### config.mk
export PLATFORM = sky130hd
export DESIGN_NAME = pkt_filter
export DESIGN_NICKNAME = d
export VERILOG_FILES = /design/src/rmt_pkg.sv /design/src/pkt_filter.sv
export SDC_FILE = /design/constraint.sdc
export NUM_CORES = 1
export LEC_CHECK = 0
export ABC_AREA = 1
export BUFFER_PORTS_ARGS = -buffer_cell sky130_fd_sc_hd__buf_2
export CORE_UTILIZATION = 39
export CTS_CLUSTER_DIAMETER = 50
export DETAILED_ROUTE_END_ITERATION = 6
export GPL_ROUTABILITY_DRIVEN = 0
export PLACE_DENSITY_LB_ADDON = 0.1
export SETUP_SLACK_MARGIN = 0.3
export SLEW_MARGIN = 40
export SYNTH_ARGS = -nofsm -noshare
export SYNTH_HDL_FRONTEND = slang
export SYNTH_SLANG_ARGS = --single-unit
### constraint.sdc
create_clock -name clk -period 7.3 [get_ports clk]
set_input_delay 1.095 -clock clk [delete_from_list [all_inputs] [get_ports clk]]
set_output_delay 1.095 -clock clk [all_outputs]
set_load 0.1 [all_outputs]
### src/rmt_pkg.sv
package rmt_pkg;

	// stream and header widths
	localparam int data_w  = 64;
	localparam int user_w  = 16;
	localparam int vlan_w  = 12;
	localparam int field_w = 16;
	localparam int queue_w = 2;

	// first beat layout, bits 51..48 are reserved and never touched
	localparam int vlan_lsb = 52;
	localparam int fa_lsb   = 32;
	localparam int fb_lsb   = 16;
	localparam int fc_lsb   = 0;

	// defaults for the top level
	localparam int num_queues_d          = 4;
	localparam int num_stages_d          = 3;
	localparam int pkt_fifo_depth_bits_d = 4;
	localparam int phv_fifo_depth_bits_d = 3;

	typedef logic [queue_w-1:0] queue_t;

	typedef struct packed {
		logic [data_w-1:0] data;
		logic [user_w-1:0] user;
		logic              last;
	} beat_t;

	typedef struct packed {
		logic [vlan_w-1:0]  vlan;
		queue_t             queue;
		logic [field_w-1:0] a;
		logic [field_w-1:0] b;
		logic [field_w-1:0] c;
	} phv_t;

endpackage
### src/pkt_filter.sv
`timescale 1ns/1ns

module pkt_filter (
	input  logic                      clk,
	input  logic                      aresetn,
	input  logic [31:0]               vlan_drop_flags,
	input  logic [rmt_pkg::data_w-1:0] s_axis_tdata,
	input  logic [rmt_pkg::user_w-1:0] s_axis_tuser,
	input  logic                      s_axis_tlast,
	input  logic                      s_axis_tvalid,
	output logic                      s_axis_tready,
	output rmt_pkg::beat_t            out_beat,
	output logic                      out_valid,
	input  logic                      out_ready
);
	import rmt_pkg::*;

	logic started;
	logic first;
	logic dropping;
	logic drop_now;
	logic accept;

	// flag bit picked by the low five bits of the vlan id
	assign drop_now = dropping || (first && vlan_drop_flags[s_axis_tdata[vlan_lsb +: 5]]);

	// dropped beats are swallowed regardless of the downstream state
	assign s_axis_tready = started && (drop_now || !out_valid || out_ready);
	assign accept = s_axis_tvalid && s_axis_tready;

	always_ff @(posedge clk) begin
		if (!aresetn) begin
			started   <= 1'b0;
			first     <= 1'b1;
			dropping  <= 1'b0;
			out_valid <= 1'b0;
		end else begin
			started <= 1'b1;
			if (accept) begin
				first    <= s_axis_tlast;
				dropping <= drop_now && !s_axis_tlast;
			end
			if (out_valid && out_ready)
				out_valid <= 1'b0;
			if (accept && !drop_now)
				out_valid <= 1'b1;
		end
	end

	always_ff @(posedge clk) begin
		if (accept && !drop_now) begin
			out_beat.data <= s_axis_tdata;
			out_beat.user <= s_axis_tuser;
			out_beat.last <= s_axis_tlast;
		end
	end

endmodule

==> summary.md <==
| Metric | Value |
|---|---|
| VDD IR max | `0.116 mV` |
| Worst EP arrival | `2.64 ns` |
| CP max FO | `18` |
| Number of hold buffers added after CTS | `0` |
| Synth async-reset ratio | `0%` |
| DRT iter0 DRCs | `66` |
| Ys flop type | `edfxtp_1` |
| Final WS setup | `3.56 ns` |
| RR Endpoint | `out_beat[51]$_DFFE_PP_` |
| Avg WL per Cell | `13.7 um` |
| Final wirelength | `6720 um` |
| Syn nets | `296` |
| Via density | `4.44` |
| Synthesized flop and latch total | `85` |
| Slew margin rel. | `66.1%` |
| Starting Density | `40.9%` |
| Pwr dens | `266 nW/um^2` |
| Reg clk slew, reported paths | `0.08 ns` |
| Die X | `89.9 um` |
| Post CTS Setup Buffer Count | `0` |
| Count leader, synth | `edfxtp_1` |
| Cell area after synthesis | `3010 um^2` |
| Top cell type by total area after synthesis | `edfxtp_1` |
| Area Overhead vs Synth | `44.7%` |
| Vias in the first global route | `2125` |
| Fraction of layout cells with a size suffix above 1 | `59.0%` |
| Clock Skews | `0.00553 ns` |
| DR DRC count | `0` |
| Initial antenna violation count | `0` |
| # H-tree levels | `3` |
| Post_cts resized | `0` |
| Detail Route Antenna Nets | `0` |
| Hold endpoint | `first$_SDFFE_PN1P_` |
| Critical path class | `input pin to output port` |
| Status | `finished clean` |
| CTS tree | `yes` |
| CTS max path bufs | `2` |
| DR vias | `2186` |
| Yosys warns | `0` |
| Root Buffer | `clkbuf_8` |
| Setup Viol. Count Final | `0` |
| Startpoint types | `input pin` |
| Slew Viols, Final | `0` |
| Die area | `8080 um^2` |
| Core ar. | `7370 um^2` |
| Worst reg2reg path startpoint | `first$_SDFFE_PN1P_` |
| GRT Overall Usage | `17.1%` |
| Worst-skew pair later-pin latency | `0.34 ns` |
| Share of the synthesized area in the top cell type | `80.8%` |
| CTS buffer count | `9` |
| RSZ-0062 raised after global routing | `no` |
| Post-synth EDFFs | `81` |
| Place WS | `3.55 ns` |
| Largest net degree at the start of global routing | `43` |
| Fmax | `268 MHz` |
| Library cells used by synthesis | `16` |
| Layout Nets | `505` |
| Design Power | `1.16 mW` |
| Largest cells by area after synthesis | `edfxtp_1, nand2_1, nand3_1, dfxtp_1, nand2_2` |
| Combinational fraction of design power | `20.2%` |
| Gr ovfl total | `0` |
| Commonest cells in the netlist | `edfxtp_1, nand2_1, nand3_1` |
| Final hold vios | `0` |
| Internal power | `803 uW` |
| PortBufs | `199` |
| Synth Instances | `179` |
| Reg2reg path depth | `6` |
| IO Count | `200` |
| Dpl hpwl | `5280 um` |
| Sequential-to-total area share from yosys stat | `83.4%` |
| Sw Ratio | `30.8%` |
| Clk sink count | `85` |
| Hold crit path type | `flip-flop to flip-flop` |
| Chip height | `89.9 um` |
| Avg Cell Area, Syn | `16.8 um^2` |
| Slew @ Worst Pin | `0.508 ns` |
| Crit. End Element | `output port` |
| Ant. Diodes | `0` |
| Reg-to-reg slack, setup | `5.32 ns` |
| Static leakage | `1.93 nW` |
| Period Utilization, post-route | `51.2%` |
| Worst path required time | `6.20 ns` |
| HP Start | `first$_SDFFE_PN1P_` |
| Psw | `358 uW` |
| Sequential Power Share | `48.7%` |
| First-pass GRT wire length | `10400 um` |
| Row cnt | `31` |
| Setup TNS | `0 ns` |
| Maxcap violations | `0` |
| Fin crit period | `3.74 ns` |
| Clock power frac | `31.1%` |
| First-pass detailed-route iteration total | `5` |
| Worst Hold Depth | `2` |
power by group through the flow:
stage          Combinational [mW]  Sequential, mW  Clock, mW
2_1_floorplan              0.0338           0.724          0
3_3_place_gp                0.232           0.577          0
3_5_place_dp                0.236           0.577          0
4_1_cts                     0.236           0.566      0.372
5_1_grt                     0.245           0.568      0.393
6_report                    0.235           0.565      0.361
cell type report:
type                            count  area (um^2)
Timing Repair Buffer              202         1050
Sequential cell                    85         2510
Fill cell                         635         3010
Tap cell                           99          124
Clock inverter                      6         95.1
Multi-Input combinational cell     81          412
Clock buffer                       10          128
Inverter                            9         41.3
state kept, by name, indices dropped and copies added (netlist names):
signal,flops
first,1
started,1
out_valid,1
out_beat,81
dropping,1
worst max-delay path by stage:
stage                           startpoint                endpoint  slack, ns  cells after the start
final                     s_axis_tdata[52]           s_axis_tready       3.56                     12
after global routing      s_axis_tdata[52]           s_axis_tready       3.32                     13
after CTS                 s_axis_tdata[52]           s_axis_tready       3.55                     12
after detailed placement  s_axis_tdata[52]           s_axis_tready       3.55                     12
after global placement    s_axis_tdata[52]  out_beat[34]$_DFFE_PP_       3.30                     12
after floorplan           s_axis_tdata[52]   out_beat[0]$_DFFE_PP_       1.42                     13
routing by layer:
metal	track usage [%]	vias to the layer above	wire (um)	share of wire, %
met4	9.68	0	184	2.7
li1	-	1069	-	-
met5	0	-	0	0
met1	19.0	970	2530	38
met2	30.3	129	3470	52
met3	3.89	18	537	8.0
cell usage in the layout, fill, tap and decap left out, types with 2 or more instances in the layout:
master,count
buf_2,199
edfxtp_1,81
nand2_1,35
nand3_1,24
clkbuf_8,9
nand2_2,8
inv_1,8
nand3_2,5
dfxtp_1,4
inv_8,2
nor2_1,2
nand4_1,2
bufinv_16,2
clkinvlp_4,2
cell families (layout without fill, tap and decap cells):
family / after synthesis / count (layout) / synth area share, %
DFF: 85 / 85 / 83.4
and+or+nand+nor: 78 / 78 / 12.7
buffers and inverters: 13 / 227 / 3.16
AOI/OAI and AO/OA: 3 / 3 / 0.706
critical path, cell delays in order:
cell     delay [ns]
buf_2          0.30
nand2_1        0.12
nand3_1        0.12
nand3_1        0.08
nand2_1        0.06
nand2_1        0.04
nand3_1        0.07
nand3_2        0.11
nand3_2        0.10
nand2_1        0.06
inv_1          0.05
buf_2          0.41
through the flow:
stage / hold WS (ns) / std cells / instance area, um^2 / util (%)
2_1_floorplan: 0.455 / 179 / 3010 / -
3_3_place_gp: 0.491 / 474 / 4090 / 55.5
3_5_place_dp: 0.479 / 476 / 4140 / 56.1
4_1_cts: 0.500 / 492 / 4360 / 59.1
5_1_grt: 0.524 / 492 / 4360 / 59.1
6_report: 0.498 / 492 / 4360 / 59.1
No activity file was read; power rests on OpenSTA's default activity.
