File: src/sync_fifo.sv
`timescale 1ns/1ns

module sync_fifo #(
	parameter type T          = logic [7:0],
	parameter int  DEPTH_BITS = 4,
	parameter int  MARGIN     = 1
) (
	input  logic clk,
	input  logic aresetn,
	input  T     din,
	input  logic wr_en,
	input  logic rd_en,
	output T     dout,
	output logic nearly_full,
	output logic empty
);
	localparam int DEPTH = 2 ** DEPTH_BITS;

	T mem [DEPTH];

	logic [DEPTH_BITS-1:0] wr_ptr;
	logic [DEPTH_BITS-1:0] rd_ptr;
	logic [DEPTH_BITS:0]   count;
	logic                  do_wr;
	logic                  do_rd;

	assign do_wr = wr_en && (count != DEPTH[DEPTH_BITS:0]);
	assign do_rd = rd_en && !empty;

	// head entry shows while not empty
	assign dout        = mem[rd_ptr];
	assign empty       = (count == '0);
	assign nearly_full = (DEPTH - int'(count)) < MARGIN;

	always_ff @(posedge clk) begin
		if (!aresetn) begin
			wr_ptr <= '0;
			rd_ptr <= '0;
			count  <= '0;
		end else begin
			if (do_wr)
				wr_ptr <= wr_ptr + 1'b1;
			if (do_rd)
				rd_ptr <= rd_ptr + 1'b1;
			count <= count + (do_wr ? 1'b1 : 1'b0) - (do_rd ? 1'b1 : 1'b0);
		end
	end

	always_ff @(posedge clk) begin
		if (do_wr)
			mem[wr_ptr] <= din;
	end

endmodule

File: config.mk
export PLATFORM = sky130hd
export DESIGN_NAME = sync_fifo
export DESIGN_NICKNAME = d
export VERILOG_FILES = /design/src/sync_fifo.sv
export SDC_FILE = /design/constraint.sdc
export NUM_CORES = 1
export LEC_CHECK = 0
export BUFFER_PORTS_ARGS = -buffer_cell sky130_fd_sc_hd__buf_2
export CAP_MARGIN = 20
export CORE_MARGIN = 3
export CORE_UTILIZATION = 50
export DETAILED_ROUTE_END_ITERATION = 12
export PLACE_DENSITY = 0.68
export RECOVER_POWER = 50
export SLEW_MARGIN = 20
export SYNTH_ARGS = -nofsm -noshare
export SYNTH_HDL_FRONTEND = slang
export SYNTH_SLANG_ARGS = --single-unit
File: constraint.sdc
create_clock -name clk -period 4.5 [get_ports clk]
set_input_delay 0.225 -clock clk [delete_from_list [all_inputs] [get_ports clk]]
set_output_delay 0.225 -clock clk [all_outputs]
set_load 0.02 [all_outputs]
==> results of run 1 <==
==> Yosys cell counts <==
library cell and instances:
nand2b_1 5, clkdlybuf4s25_2 3, nor3_1 4, xor2_1 2, buf_1 1, fa_1 1, o21ai_0 2, dfxtp_1 17
mux4_2 18, and2_1 13, o221ai_1 1, ha_1 14, xnor2_1 6, nand3_1 1, buf_2 2, buf_6 3
a22oi_1 16, and3_1 2, a21oi_1 4, inv_1 7, nor2_1 14, clkbuf_1 5, nor2b_1 7, and2b_1 1
or3_1 1, buf_4 1, nand2_1 14, edfxtp_1 128, mux4_1 14, mux2i_1 1, nor3b_1 1, nor4b_1 1
nand4_1 2
==> state kept, by name (all words and copies together), names as in the netlist, named ones only <==
register	flops
wr_ptr	4
mem	128
count	5
rd_ptr	4
==> metrics by stage <==
| step | cell area [um^2] | hold slack (ns) | utilization | power [mW] | setup slack, ns |
|---|---|---|---|---|---|
| after floorplan | 5860 | 0.324 | - | 2.25 | 1.71 |
| after global placement | 6050 | 0.556 | 0.544 | 2.42 | 1.35 |
| after detailed placement | 6060 | 0.566 | 0.545 | 2.43 | 1.31 |
| after CTS | 6710 | 0.183 | 0.603 | 3.95 | 1.32 |
| after global routing | 6710 | 0.204 | 0.603 | 4.09 | 1.25 |
| final | 6710 | 0.194 | 0.603 | 3.92 | 1.45 |
==> cell families (layout without fill, tap and decap cells) <==
group                      Yosys count  after routing  share of synthesized area
xor gates and xnor gates             8              8                     0.0120
muxes                               33             33                      0.134
DFF                                145            145                      0.714
and+or+nand+nor                     66             66                     0.0583
buffers and inverters               22             61                     0.0222
AOI/OAI and AO/OA                   23             23                     0.0271
adders and majority gates           15             15                     0.0333
==> final timing paths <==
check,from,to,slack (ns),depth (start not counted)
min reg2reg,rd_ptr[1]$_SDFFE_PN0P_,rd_ptr[1]$_SDFFE_PN0P_,0.58,2
min,aresetn,register,0.19,2
max,count[2]$_SDFF_PN0_,count[4]$_SDFF_PN0_,1.45,12
max reg2reg,count[2]$_SDFF_PN0_,count[4]$_SDFF_PN0_,1.45,12
==> metal layers <==
metal	wire [um]	global-route usage
met1	4410	0.244
met2	5310	0.274
met3	638	0.0534
met4	64	0.0625
met5	0	0
==> worst max-delay path: stages, from the launching register on <==
cell and delay (ns):
dfxtp_1 0.37, inv_1 0.10, ha_1 0.20, nor3b_1 0.15, ha_1 0.18, nor2b_1 0.53, xor2_1 0.15, ha_1 0.25
fa_1 0.38, nand2b_1 0.09, a21oi_1 0.08, or3_1 0.30, and3_1 0.18
==> power by group through the flow <==
stage	sequential (mW)	clock [mW]	combinational, mW
after global placement	1.69	0	0.728
after CTS	1.67	1.54	0.742
after floorplan	1.60	0	0.651
after detailed placement	1.70	0	0.735
final	1.66	1.52	0.731
after global routing	1.68	1.61	0.802
==> layout make-up <==
class | instances | area [um^2]
Clock buffer | 18 | 429
Multi-Input combinational cell | 145 | 1570
Sequential cell | 145 | 4190
Clock inverter | 14 | 218
Timing Repair Buffer | 22 | 101
Inverter | 7 | 26.3
Fill cell | 788 | 4420
Tap cell | 140 | 175
==> reports/qor.yml, run 1 <==
status: "finished clean"
gp_congestion: 0.780
grt_pass1_wl_mm: 16.5
grt_use_total: 0.178
worst_ep_arrival_time_ns: 3.35
clkTransAtPathRegs_ns: 0.06
die_x_um: 114
diodes: 0
fin_cells: 491
fmax_mhz: 328
antenna_found_initial: 0
grt_setup_unrepaired: "no"
yosysSeqAreaShare: 0.714
cts_tree: "built"
cts_made_buffers: 17
cts-root-buf: "clkbuf_16"
num_io_pins: 22
synthTopCellsByArea: "edfxtp_1, mux4_2, mux4_1"
grt_pass1_vias: 2859
start_kind: "register"
synth.distinct_cells: 33
crit_required_ns: 4.80
num_vias: 2803
clk-insertion-delay-late_ns: 0.41
initial_core_util: 0.527
rows: 38
setup_viol: 0
sw_frac_of_total: 0.248
finalHoldViolations: 0
routedWlPerCell_um: 21.2
io_buffers: 21
first_iter_violations: 233
p_int_mw: 2.94
netSwitchingPower_mw: 0.971
ctsResizeCount: 0
ys_seq_elements: 145
syn_inst: 312
final_cell_mix: "edfxtp_1, mux4_2, clkbuf_16"
cts_sinks: 145
grt-ovfl-total: 0
cts_setup_buffers: 0
syn_area_per_cell_um2: 18.8
core_area_mm2: 0.0111
maxSlewViolCount: 0
syn-cell-area_mm2: 0.00586
route.detailed.drc: 0
yosys.area.top_type: "edfxtp_1"
die_h_um: 114
p_comb_frac: 0.187
cts_hold_buf: 0
layout_commonest_cell: "edfxtp_1"
p_leak_nw: 2.24
dp.cells: 459
path_max_fanout: 10
maxCapViolCount: 0
yosysWarnings: 0
routed_wl_mm: 10.4
drive_gt1_frac: 0.177
cts_max_level: 4
worstMarginPinSlew_ns: 1.02
cts_buffer_depth: 2
syn-num-nets: 339
p_clk_frac: 0.388
tns_ns: 0
drt_pass1_iterations: 5
hold_class: "in2reg"
ir_drop_v: 0.000362
syn_to_final_growth_pct: 14.4
min_period_ns: 3.05
vias_per_cell: 5.71
path_class: "reg2reg"
hpwl_mm: 6.57
maxSlewHeadroom: 0.320
clock_skew_ns: 0.00714
p_per_area_mw_per_mm2: 584
detail-route-antenna-nets: 0
grt_max_degree: 33
p_seq_frac: 0.425
min_period_over_period: 0.678
die_area_mm2: 0.0131
final_nets: 365
synth_top_area_share: 0.656
cp-end-kind: "register"
No activity file was read; power rests on OpenSTA's default activity.
==> run 2: changes to the inputs <==
--- a/config.mk
+++ b/config.mk
@@ -10,7 +10,7 @@
 export CORE_MARGIN = 3
 export CORE_UTILIZATION = 50
 export DETAILED_ROUTE_END_ITERATION = 12
-export PLACE_DENSITY = 0.68
+export PLACE_DENSITY = 0.7
 export RECOVER_POWER = 50
 export SLEW_MARGIN = 20
 export SYNTH_ARGS = -nofsm -noshare
==> constraint.sdc (replaced) <==
create_clock -name clk -period 2.65 [get_ports clk]
set_input_delay 0.1325 -clock clk [delete_from_list [all_inputs] [get_ports clk]]
set_output_delay 0.1325 -clock clk [all_outputs]
set_load 0.02 [all_outputs]
==> reports/qor.yml, run 2 (synthesis results as in run 1) <==
status: "finished clean"
largest_register_ffs: 128  # unchanged
dp.cells: 479  # +4.4%
crit_required_ns: 2.96  # -1.84 ns
fin_util: 0.616  # +0.0133
crit_path_frequent_cell: "ha_1"
path_cells: "inv_2, ha_1, nor3b_4, ha_1, nor2b_2, xor2_1, ha_2, fa_2, nand2b_1, a21oi_1, or3_1, and3_1"
ir_drop_v: 0.000613  # +69%
die_x_um: 114  # unchanged
clock_skew_ns: 0.00632  # -0.000826 ns
initial_core_util: 0.527  # unchanged
worst_ep_arrival_time_ns: 2.79  # -0.56 ns
min-delay-start: "aresetn"
p_leak_nw: 2.34  # +4.1%
grt_pass1_wl_mm: 16.8  # +1.4%
first_iter_violations: 285  # +22%
setup_viol: 0  # unchanged
cp-end-kind: "register"
route.detailed.drc: 0  # unchanged
rr_worst_depth: 12  # unchanged
syn_to_final_growth_pct: 16.9
num_vias: 2889  # +3.1%
antenna_found_initial: 0  # unchanged
tns_ns: 0  # unchanged
final_nets: 385  # +5.5%
dp_slack_ns: 0.0392  # -1.27 ns
routed_wl_mm: 10.8  # +3.8%
fmax_mhz: 404  # +23%
r2r_start: "count[2]$_SDFF_PN0_"
vias_per_cell: 5.66  # -0.77%
p_per_area_mw_per_mm2: 975  # +67%
cpPeakStageDelay_ns: 0.35  # -0.18 ns
diodes: 0  # unchanged
io_buffers: 21  # unchanged
cts_tree: "built"
min_period_ns: 2.48  # -0.571 ns
hold_class: "in2reg"
hpwl_mm: 6.51  # -0.94%
maxCapViolCount: 0  # unchanged
hold_depth: 2  # unchanged
cts_max_level: 4  # unchanged
clk-insertion-delay-late_ns: 0.41  # about the same
die_area_mm2: 0.0131  # unchanged
start_kind: "register"
core_area_mm2: 0.0111  # unchanged
grt_pass1_vias: 2973  # +4.0%
path_max_fanout: 3  # -7
fin_ws_ns: 0.172  # -1.28 ns
drive_gt1_frac: 0.243  # +0.0666
num_io_pins: 22  # unchanged
maxSlewHeadroom: 0.485  # +0.164
cts_sinks: 145  # unchanged
r2r_setup_slack_ns: 0.17  # -1.28 ns
drt_pass1_iterations: 4  # -1
grt_max_degree: 33  # unchanged
clkTransAtPathRegs_ns: 0.06  # about the same
reg_top3: "mem (128), count (5)"
grt-ovfl-total: 0  # unchanged
detail-route-antenna-nets: 0  # unchanged
routedWlPerCell_um: 21.2  # about the same
fillers: 794  # +0.76%
finalHoldViolations: 0  # unchanged
gp_congestion: 0.738  # -5.3%
cts_hold_buf: 0  # unchanged
rows: 38  # unchanged
maxSlewViolCount: 0  # unchanged
worstMarginPinSlew_ns: 0.771  # -0.244 ns
final_cell_mix: "edfxtp_1, buf_4, mux4_2"
min_period_over_period: 0.935  # +0.258
grt_setup_unrepaired: "no"
path_class: "reg2reg"
regMostFlops: "mem"
grt_use_total: 0.182  # +0.00399
cts_buffer_depth: 2  # unchanged
fin_cells: 510  # +3.9%
reg2reg_to: "count[4]$_SDFF_PN0_"
holdPathEnd: "wr_ptr[1]$_SDFFE_PN0N_"
crit_path_top_delay_cell: "dfxtp_2"
layout_commonest_cell: "edfxtp_1"
cts_made_buffers: 17  # unchanged
die_h_um: 114  # unchanged
cts-root-buf: "clkbuf_16"
## run 2: worst max path at each step
stage,end,cells after the start,startpoint,slack [ns]
6_report,count[4]$_SDFF_PN0_,12,count[2]$_SDFF_PN0_,0.17
4_1_cts,count[4]$_SDFF_PN0_,12,count[2]$_SDFF_PN0_,0.01
3_3_place_gp,count[4]$_SDFF_PN0_,12,count[2]$_SDFF_PN0_,0.11
2_1_floorplan,count[4]$_SDFF_PN0_,13,count[3]$_SDFF_PN0_,0.03
3_5_place_dp,count[4]$_SDFF_PN0_,12,count[2]$_SDFF_PN0_,0.04
5_1_grt,count[4]$_SDFF_PN0_,12,count[3]$_SDFF_PN0_,0.03
## run 2: layer usage
layer  track usage  part of all wire  vias to the layer above
met5             0                 0                        -
met4        0.0728            0.0089                        0
met3        0.0513             0.059                        9
met2         0.279              0.48                       80
met1         0.248              0.45                     1475
li1              -                 -                     1325
## run 2: timing repair
| item | in CTS | in global routing |
|---|---|---|
| gates cloned | 0 | 0 |
| buffers inserted | 0 | 0 |
| pin swaps | 0 | 1 |
| setup endpoints to repair | 1 | 1 |
| gates resized for setup | 1 | 9 |
## run 2: report_power, final
part,leakage (nW),switching (mW),internal [mW]
Combinational,0.736,0.753,0.716
Sequential,1.30,0.0901,2.62
Clock,0.304,0.848,1.65
Total,2.34,1.69,4.99
## run 2: per-stage QoR
step	total power, mW	instance area [um^2]	hold WS (ns)
finish	6.68	6850	0.0971
floorplan	3.83	5870	0.231
detailed placement	4.21	6220	0.523
global route	6.99	6850	0.112
global placement	4.18	6220	0.514
CTS	6.73	6840	0.0772
## run 2: worst max-delay path, delay by kind of cell, from the launching register on
family	cells	cell delay (ns)
and+or+nand+nor	5	0.87
adders and majority gates	4	0.92
buffers and inverters	1	0.05
AOI/OAI and AO/OA	1	0.07
xor gates and xnor gates	1	0.09
DFF	1	0.35
## run 2: final cells by class
class	count	area (um^2)	share of cell area
sequential	145	4190	0.611
multi-input combinational	145	1580	0.230
clock buffer	19	433	0.0632
timing repair buffer	42	265	0.0387
clock inverter	12	190	0.0277
tap	140	175	0.0256
inverter	7	26.3	0.00383
