### config.mk
export PLATFORM = sky130hd
export DESIGN_NAME = hdr_parser
export DESIGN_NICKNAME = d
export VERILOG_FILES = /design/src/rmt_pkg.sv /design/src/hdr_parser.sv
export SDC_FILE = /design/constraint.sdc
export NUM_CORES = 1
export LEC_CHECK = 0
export BUFFER_PORTS_ARGS = -buffer_cell sky130_fd_sc_hd__buf_2
export CAP_MARGIN = 30
export CORE_AREA = 5 5 92 94
export DETAILED_ROUTE_END_ITERATION = 6
export DIE_AREA = 0 0 97 99
export HOLD_SLACK_MARGIN = 0.05
export PLACE_DENSITY = 0.77
export SETUP_SLACK_MARGIN = 0.02
export SKIP_LAST_GASP = 1
export SLEW_MARGIN = 25
export SYNTH_ARGS = -nofsm -noshare
export SYNTH_HDL_FRONTEND = slang
export SYNTH_SLANG_ARGS = --single-unit
### constraint.sdc
create_clock -name clk -period 4.08 [get_ports clk]
set_clock_uncertainty 0.1 [all_clocks]
set_input_delay 0 -clock clk [delete_from_list [all_inputs] [get_ports clk]]
set_output_delay 0 -clock clk [all_outputs]
set_load 0.03 [all_outputs]
### src/rmt_pkg.sv
package rmt_pkg;

	// stream and header widths
	localparam int data_w  = 64;
	localparam int user_w  = 16;
	localparam int vlan_w  = 12;
	localparam int field_w = 16;
	localparam int queue_w = 2;

	// first beat layout, bits 51..48 are reserved and never touched
	localparam int vlan_lsb = 52;
	localparam int fa_lsb   = 32;
	localparam int fb_lsb   = 16;
	localparam int fc_lsb   = 0;

	// defaults for the top level
	localparam int num_queues_d          = 4;
	localparam int num_stages_d          = 3;
	localparam int pkt_fifo_depth_bits_d = 4;
	localparam int phv_fifo_depth_bits_d = 3;

	typedef logic [queue_w-1:0] queue_t;

	typedef struct packed {
		logic [data_w-1:0] data;
		logic [user_w-1:0] user;
		logic              last;
	} beat_t;

	typedef struct packed {
		logic [vlan_w-1:0]  vlan;
		queue_t             queue;
		logic [field_w-1:0] a;
		logic [field_w-1:0] b;
		logic [field_w-1:0] c;
	} phv_t;

endpackage
### src/hdr_parser.sv
`timescale 1ns/1ns

module hdr_parser #(
	parameter int NUM_QUEUES = rmt_pkg::num_queues_d
) (
	input  logic                  clk,
	input  logic                  aresetn,
	input  rmt_pkg::beat_t        in_beat,
	input  logic                  in_valid,
	output logic                  in_ready,
	input  logic [NUM_QUEUES-1:0] pkt_nearly_full,
	input  logic [NUM_QUEUES-1:0] phv_nearly_full,
	output logic [NUM_QUEUES-1:0] pkt_wr_en,
	output rmt_pkg::beat_t        pkt_beat,
	output rmt_pkg::phv_t         phv,
	output logic                  phv_valid
);
	import rmt_pkg::*;

	logic   first;
	logic   accept;
	queue_t new_q;
	queue_t q_reg;
	queue_t cur_q;

	// any full queue stalls the whole input
	assign in_ready = !(|pkt_nearly_full) && !(|phv_nearly_full);
	assign accept   = in_valid && in_ready;

	assign new_q = queue_t'(in_beat.data[vlan_lsb +: vlan_w] % NUM_QUEUES);
	// queue chosen at the first beat holds through tlast
	assign cur_q = first ? new_q : q_reg;

	assign pkt_beat = in_beat;

	always_comb begin
		for (int i = 0; i < NUM_QUEUES; i++)
			pkt_wr_en[i] = accept && (cur_q == queue_t'(i));
	end

	always_ff @(posedge clk) begin
		if (!aresetn) begin
			first     <= 1'b1;
			q_reg     <= '0;
			phv_valid <= 1'b0;
		end else begin
			phv_valid <= accept && first;
			if (accept) begin
				first <= in_beat.last;
				q_reg <= cur_q;
			end
		end
	end

	always_ff @(posedge clk) begin
		if (accept && first) begin
			phv.vlan  <= in_beat.data[vlan_lsb +: vlan_w];
			phv.queue <= new_q;
			phv.a     <= in_beat.data[fa_lsb +: field_w];
			phv.b     <= in_beat.data[fb_lsb +: field_w];
			phv.c     <= in_beat.data[fc_lsb +: field_w];
		end
	end

endmodule

==> impl_metrics.json, run 1 <==
{
  "maxCapViolations": 0,
  "detail-route-antenna-nets": 0,
  "finalSetupTns_ns": 0,
  "grt_overflow": 0,
  "nNetsFinal": 480,
  "required_ns": 3.95,
  "p_total_mw": 1.485,
  "met1_length_um": 2598,
  "rows": 32,
  "core_mm2": 0.007567,
  "topRoutingLayerUsed": "met4",
  "fp.dieH_um": 99,
  "antenna_found_initial": 0,
  "final_cells": 495,
  "synth-main-ff-cell": "edfxtp_1",
  "cts_buffer_depth": 2,
  "finalCritPeriodShare": 0.5969,
  "htree_levels": 3,
  "wl_per_cell_um": 15.69,
  "fill_cells": 594,
  "ys_ff_latch": 64,
  "syn2layout_area_growth_pct": 60.40,
  "clk_pin_slew_ns": 0.07,
  "met2_length_um": 4231,
  "clock-sinks": 64,
  "syn-mean-instance-area_um2": 15.84,
  "gp_congestion": 0.7725,
  "cts_tree": "done",
  "post-dp-hpwl_um": 4859,
  "cp.arrival_ns": 2.31,
  "grt_pass1_wl_um": 11850,
  "seqCellArea_mm2": 0.001882,
  "wirelength_um": 7767,
  "layout_commonest_cell": "buf_2",
  "end_kind": "register",
  "total_leakage_power_nw": 1.929,
  "syn_inst": 169,
  "die_x_um": 97,
  "ys_types": 17,
  "synth_edf_count": 60,
  "vias": 2089,
  "io_pins": 241,
  "syn_nets": 261,
  "tightestPinTransition_ns": 0.6646,
  "drive_gt1_frac": 0.5598,
  "clock_latency_ns": 0.33,
  "port_buffers": 200,
  "outcome": "finished, final reports clean",
  "startpoint_type": "input port",
  "synthArstFlopShare": 0,
  "powerDensity_mw_per_mm2": 345.8,
  "worstReg2RegStart": "first",
  "rsz0062_at_grt": "false",
  "syn_area_mm2": 0.002676,
  "grt.total_usage": 0.1558,
  "drc_errors": 0,
  "drtIter0Drc": 51,
  "worst_hold_slack_ns": 0.1260,
  "yosys_warnings": 0,
  "cts_root_buffer": "clkbuf_8",
  "drt-pass1-iter-count": 4,
  "hold_viol_final": 0,
  "start_util": 0.3537,
  "ir_worst_vdd_uv": 161.7,
  "cts_made_buffers": 9,
  "multiInputGateArea_um2": 171.4,
  "critPathLaunch": "pkt_nearly_full[2]",
  "grt_pass1_vias": 2329,
  "seq_area_frac_synth": 0.7031,
  "vias_per_cell": 4.220,
  "finalCriticalPeriod_ns": 2.435,
  "postCtsSetupBuffers": 0,
  "path_class": "input port to register",
  "fmax_mhz": 410.6,
  "crit_path_max_fanout": 36,
  "slew_viol_final": 0,
  "mostFrequentLayoutCells": "buf_2 (200), dlygate4sd3_1 (90), edfxtp_1 (60)",
  "grt_max_degree": 37,
  "largest_reg_flops": 60,
  "hold_class": "input port to register",
  "relSlewSlack": 0.5559,
  "fp.dieArea_mm2": 0.009603,
  "antenna_cells": 0,
  "dp_cells": 389,
  "wl_met3_um": 809,
  "hp-start": "pkt_nearly_full[3]",
  "setup_violations": 0
}
-- through the flow --
stage                     worst slack, ns  utilization  area, um2
final                               1.645       0.5673       4293
after global placement              1.826       0.4225       3197
after global routing                1.503       0.5673       4293
after CTS                           1.687       0.5673       4293
after floorplan                    0.4444            -       2676
after detailed placement            1.734       0.4225       3197
-- power breakdown --
part / internal [mW] / leakage [nW] / total, mW / switching [mW]
sequential: 0.718 / 0.571 / 0.718 / 0.000370
clock: 0.282 / 0.0916 / 0.524 / 0.242
combinational: 0.103 / 1.27 / 0.242 / 0.139
-- path summary, 6_finish.rpt --
path / slack (ns) / to / cells past startpoint
setup / recovery: 1.64 / phv[44] / 6
hold / removal: 0.13 / q_reg[1] / 4
setup reg to reg: 2.00 / phv[44] / 3
hold reg to reg: 0.42 / q_reg[1] / 1
-- repair_timing --
item / CTS / global route
resized for setup: 0 / 0
hold buffers: 90 / 0
hold endpoints to repair: 84 / 0
-- worst max-delay path: stages --
cell	delay (ns)
dlygate4sd3_1	0.55
buf_2	0.14
nor4_4	0.25
nand3_1	0.26
nor2_4	0.58
buf_4	0.52
-- area by class of cell --
type | instances | share of cell area
clock buffer | 9 | 0.02885
clock inverter | 7 | 0.01661
inverter | 2 | 0.001749
multi-input combinational | 20 | 0.03993
sequential | 64 | 0.4384
tap | 102 | 0.02973
timing repair buffer | 291 | 0.4448
-- logic make-up after synthesis --
kind of cell,count (synthesis),share of synthesized area
flip-flops,64,0.7031
AO/OA/AOI/OAI,5,0.01496
multiplexers,3,0.01169
buffers and inverters,85,0.2356
AND/OR/NAND/NOR,12,0.03460
-- Yosys cell counts (2+ instances only) --
library cell | count | area [um2]
edfxtp_1 | 60 | 1802
inv_1 | 2 | 7.510
mux2i_1 | 2 | 20.02
a41oi_1 | 2 | 17.52
nor2_1 | 3 | 11.26
dfxtp_1 | 4 | 80.08
nor4_4 | 2 | 42.54
nor3_1 | 3 | 15.01
buf_4 | 83 | 623.1
-- routing by layer --
layer  vias to the layer above  global-route usage
met3                        13             0.07573
met1                       975              0.1448
li1                        955                   -
met4                         0             0.05616
met2                       146              0.2941
met5                         -                   0
Power figures use the tool's default switching activity.
==> inputs of run 2 (changes only) <==
CORE_AREA = 5 5 95 97   (was 5 5 92 94)
DIE_AREA = 0 0 100 102   (was 0 0 97 99)
PLACE_DENSITY = 0.76   (was 0.77)
clock period = 2 ns   (was 4.08 ns; I/O delays follow)
==> run 2 against run 1 <==
  * Wire length is 3.4% higher
  * Final cell count is 0.20% higher
  * Non-clock buffer count is 2 lower
  * Hold slack worse by 0.052 ns
  * Largest power group unchanged
  * Die area is 6.2% higher
  * Clock-buffer cell count is 1 higher
  * Sequential power is 100% higher
  * Sequential share of layout area is 0.29 points lower
  * Sequential cell count stayed put
  * Clock power is 120% higher
  * Utilization is 3.1 points lower
  * Via count is 1.3% lower
  * Critical path type unchanged
==> impl_metrics.json, run 2 (same netlist as run 1, synthesis figures left out) <==
{
  "cp.arrival_ns": 2.05,
  "wirelength_um": 8033,
  "power.share.sequential": 0.469,
  "drive_gt1_frac": 0.5652,
  "rsz0062_at_grt": "true",
  "dp_cells": 392,
  "cpMostUsedCell": "dlygate4sd3_1",
  "maxCapViolations": 0,
  "cpPeakStageDelay_ns": 0.57,
  "required_ns": 2.11,
  "cpLargestDelayFamily": "buffers and inverters",
  "hold_class": "input port to register",
  "antenna_found_initial": 0,
  "dpl_cell_area_mm2": 0.003218,
  "path_class": "input port to register",
  "cts_made_buffers": 9,
  "htree_levels": 3,
  "start_util": 0.3324,
  "fmax_mhz": 515.4,
  "startpoint_type": "input port",
  "io_pins": 241,
  "powerDensity_mw_per_mm2": 723.6,
  "postCtsSetupBuffers": 0,
  "slowest_stage": "dlygate4sd3_1",
  "fp.dieH_um": 102,
  "finalSetupTns_ns": 0,
  "syn2layout_area_growth_pct": 61.48,
  "crit_path_max_fanout": 3,
  "setup_violations": 0,
  "slew_viol_final": 0,
  "grt.total_usage": 0.1482,
  "fin_util": 0.5368,
  "clock-sinks": 64,
  "antenna_cells": 0,
  "grt_max_degree": 61,
  "clk_pin_slew_ns": 0.07,
  "rows": 33,
  "hold_viol_final": 0,
  "clock_latency_ns": 0.32,
  "p_switching_mw": 0.7584,
  "grt_overflow": 0,
  "power.internal_mw": 2.369,
  "grt_pass1_wl_um": 11200,
  "p_total_mw": 3.127,
  "critical_path.cell_chain": "dlygate4sd3_1 -> buf_2 -> inv_1 -> a41oi_2 -> dlygate4sd3_1 -> o21ai_0 -> dlygate4sd3_1",
  "layout_commonest_cell": "buf_2",
  "vias_per_cell": 4.155,
  "swShare": 0.2425,
  "nNetsFinal": 478,
  "detail-route-antenna-nets": 0,
  "tightestPinTransition_ns": 0.3884,
  "finalCriticalPeriod_ns": 1.940,
  "vias": 2061,
  "relSlewSlack": 0.7391,
  "largest_reg_flops": 60,
  "end_kind": "register",
  "core_mm2": 0.008051,
  "cp.buffers_inverters": 5,
  "fp.dieArea_mm2": 0.01020,
  "pwr-share-comb": 0.159,
  "drt-pass1-iter-count": 4,
  "die_x_um": 100,
  "drtIter0Drc": 45,
  "ir_worst_vdd_uv": 348.2,
  "gp_congestion": 0.7139,
  "finalCritPeriodShare": 0.9701,
  "drc_errors": 0,
  "cts_buffer_depth": 2,
  "outcome": "finished, final reports clean",
  "mostFrequentLayoutCells": "buf_2 (200), dlygate4sd3_1 (88), edfxtp_1 (60)",
  "port_buffers": 200,
  "cts_root_buffer": "clkbuf_8",
  "final_cell_area_mm2": 0.004322,
  "grt_pass1_vias": 2189,
  "wl_per_cell_um": 16.20,
  "final_cells": 496,
  "cts_tree": "done",
  "total_leakage_power_nw": 1.924,
  "p_clk_frac": 0.373
}
-- run 2: worst paths after layout --
| path | slack [ns] | cells after the start | endpoint | from |
|---|---|---|---|---|
| worst min register to register | 0.41 | 1 | q_reg[1] | q_reg[1] |
| worst max register to register | 0.11 | 4 | q_reg[0] | first |
| worst min-delay path | 0.07 | 4 | q_reg[1] | phv_nearly_full[2] |
| worst max-delay path | 0.06 | 7 | first | aresetn |
-- run 2: power by group through the flow --
stage | sequential, mW | combinational (mW) | clock, mW
2_1_floorplan | 1.50 | 0.313 | 0
3_3_place_gp | 1.49 | 0.311 | 0
3_5_place_dp | 1.49 | 0.316 | 0
4_1_cts | 1.47 | 0.492 | 1.20
5_1_grt | 1.46 | 0.521 | 1.26
6_report | 1.47 | 0.496 | 1.17
-- run 2: metrics by stage --
step / hold WS (ns) / worst slack (ns)
after floorplan: -0.001131 / 0.02455
after global placement: -0.09965 / 0.4226
final: 0.07427 / 0.05978
after CTS: 0.05217 / 0.09066
after detailed placement: -0.09965 / 0.3776
after global routing: 0.07611 / 0.01091
-- run 2: timing repair --
item | 4_1_cts | 5_1_grt
resized for setup | 0 | 2
endpoints found under the hold margin | 84 | 0
endpoints found under the setup margin | 0 | 2
hold buffers | 88 | 0
-- run 2: final cells by class --
class	count	area, um2
clock buffer	10	127.6
tap	105	131.4
sequential	64	1882
inverter	2	7.507
fill	666	3730
timing repair buffer	289	1902
multi-input combinational	20	187.7
clock inverter	6	83.83
-- run 2: layer usage --
layer	up-vias	routed length, um	GRT usage
met1	953	2584	0.1348
met5	-	0	0
met4	0	86	0.05596
li1	956	-	-
met3	6	916	0.06143
met2	146	4445	0.2909
-- run 2: worst register-to-register path: stages, from the launching register on --
cell,delay (ns)
dfxtp_1,0.43
mux2i_2,0.32
nand4_1,0.20
o211a_1,0.18
dlygate4sd3_1,0.55
==> inputs of run 3 (changes only) <==
PLACE_DENSITY = 0.8   (was 0.76)
==> run 3 against run 2 <==
  * Final cell count decreased by 0.20%
  * Cell area decreased by 0.64%
  * Register-to-register slack improved by 0.02 ns
  * Sequential power about the same
  * Global-route usage decreased by 0.70 points
  * Power decreased by 2.9%
  * Die area unchanged
  * Critical endpoint unchanged
  * Highest routed layer unchanged
==> impl_metrics.json, run 3 (same netlist as run 1, synthesis figures left out) <==
{
  "io_pins": 241,
  "maxCapViolations": 0,
  "detail-route-antenna-nets": 0,
  "antenna_cells": 0,
  "vias": 2076,
  "nNetsFinal": 477,
  "postCtsSetupBuffers": 0,
  "final_cells": 495,
  "use_met2": 0.2565,
  "drtIter0Drc": 40,
  "hold_viol_final": 0,
  "tightestPinTransition_ns": 0.3932,
  "antenna_found_initial": 0,
  "grt_pass1_vias": 2184,
  "post-dp-hpwl_um": 5089,
  "grt_max_degree": 61,
  "hold_class": "input port to register",
  "power.internal_mw": 2.251,
  "cts_buffer_depth": 2,
  "p_switching_mw": 0.7845,
  "setup_violations": 0,
  "clock_latency_ns": 0.33,
  "clk_pin_slew_ns": 0.07,
  "startpoint_type": "input port",
  "wl_per_cell_um": 15.43,
  "relSlewSlack": 0.7359,
  "rsz0062_at_grt": "false",
  "total_leakage_power_nw": 1.912,
  "grt_overflow": 0,
  "dp_cells": 392,
  "end_kind": "register",
  "drive_gt1_frac": 0.5667,
  "port_buffers": 200,
  "fill_cells": 660,
  "p_clk_frac": 0.356,
  "htree_levels": 3,
  "finalCritPeriodShare": 0.9686,
  "power.share.sequential": 0.483,
  "required_ns": 2.12,
  "fp.dieH_um": 102,
  "gp_congestion": 0.7613,
  "grt_pass1_wl_um": 10890,
  "largest_reg_flops": 60,
  "drc_errors": 0,
  "mostFrequentLayoutCells": "buf_2 (200), dlygate4sd3_1 (87), edfxtp_1 (60)",
  "powerDensity_mw_per_mm2": 707.0,
  "vias_per_cell": 4.194,
  "layout_commonest_cell": "buf_2",
  "cts_made_buffers": 9,
  "finalCriticalPeriod_ns": 1.937,
  "grt_use_met3": 0.05392,
  "ir_worst_vdd_uv": 298.5,
  "cts_tree": "done",
  "grt.total_usage": 0.1412,
  "start_util": 0.3324,
  "slew_viol_final": 0,
  "wirelength_um": 7636,
  "syn2layout_area_growth_pct": 60.45,
  "swShare": 0.2584,
  "rows": 33,
  "die_x_um": 100,
  "cts_root_buffer": "clkbuf_8",
  "fmax_mhz": 516.2,
  "cp.arrival_ns": 2.06,
  "core_mm2": 0.008051,
  "grt_util_met1": 0.1437,
  "fp.dieArea_mm2": 0.01020,
  "finalSetupTns_ns": 0,
  "path_class": "input port to register",
  "crit_path_max_fanout": 5,
  "grt-busiest-layer": "met2",
  "pwr-share-comb": 0.162,
  "clock-sinks": 64,
  "drt-pass1-iter-count": 4,
  "outcome": "finished, final reports clean"
}
==> run 3: power by group through the flow <==
stage	Combinational, mW	Clock (mW)	Sequential (mW)
after floorplan	0.313	0	1.50
after global placement	0.308	0	1.49
after detailed placement	0.313	0	1.49
after CTS	0.487	1.13	1.46
after global routing	0.517	1.20	1.46
final	0.490	1.08	1.46
==> run 3: cell type report <==
type | instances | area, um2 | share of cell area
inverter | 2 | 7.507 | 0.001748
clock buffer | 10 | 127.6 | 0.02972
timing repair buffer | 288 | 1892 | 0.4406
multi-input combinational | 20 | 183.9 | 0.04283
sequential | 64 | 1882 | 0.4382
tap | 105 | 131.4 | 0.03059
clock inverter | 6 | 70.07 | 0.01632
==> run 3: per-stage QoR <==
stage               setup WS, ns  instance area [um2]  hold slack (ns)    util  power [mW]
CTS                       0.1373                 4287          0.06351  0.5324       3.081
floorplan                0.02455                 2689        -0.001131       -       1.814
finish                   0.06272                 4294          0.08874  0.5333       3.036
global route             0.01471                 4294          0.08516  0.5333       3.182
detailed placement        0.3798                 3218         -0.09965  0.3997       1.808
global placement          0.4331                 3218         -0.09965  0.3997       1.803
==> run 3: timing repair <==
| item | in CTS | in global routing |
|---|---|---|
| gates resized for setup | 0 | 1 |
| setup endpoints to repair | 0 | 1 |
| endpoints found under the hold margin | 84 | 0 |
| hold buffers | 87 | 0 |
==> run 3: final timing paths <==
kind | start | endpoint | slack (ns) | cells after the start
hold reg to reg | q_reg[1] | q_reg[1] | 0.41 | 1
hold / removal | pkt_nearly_full[2] | q_reg[1] | 0.09 | 4
setup reg to reg | first | q_reg[0] | 0.13 | 4
setup / recovery | in_valid | first | 0.06 | 6
==> run 3: layer usage <==
layer / part of all wire / wire [um] / up-vias
li1: - / - / 949
met5: 0 / 0 / -
met4: 0.024 / 182 / 0
met3: 0.12 / 932 / 17
met1: 0.34 / 2576 / 930
met2: 0.52 / 3944 / 180
==> run 3: worst max-delay path, stage by stage <==
cell and delay [ns]:
dlygate4sd3_1 0.54, buf_2 0.16, a41oi_2 0.16, dlygate4sd3_1 0.57
o21ai_0 0.07, dlygate4sd3_1 0.55
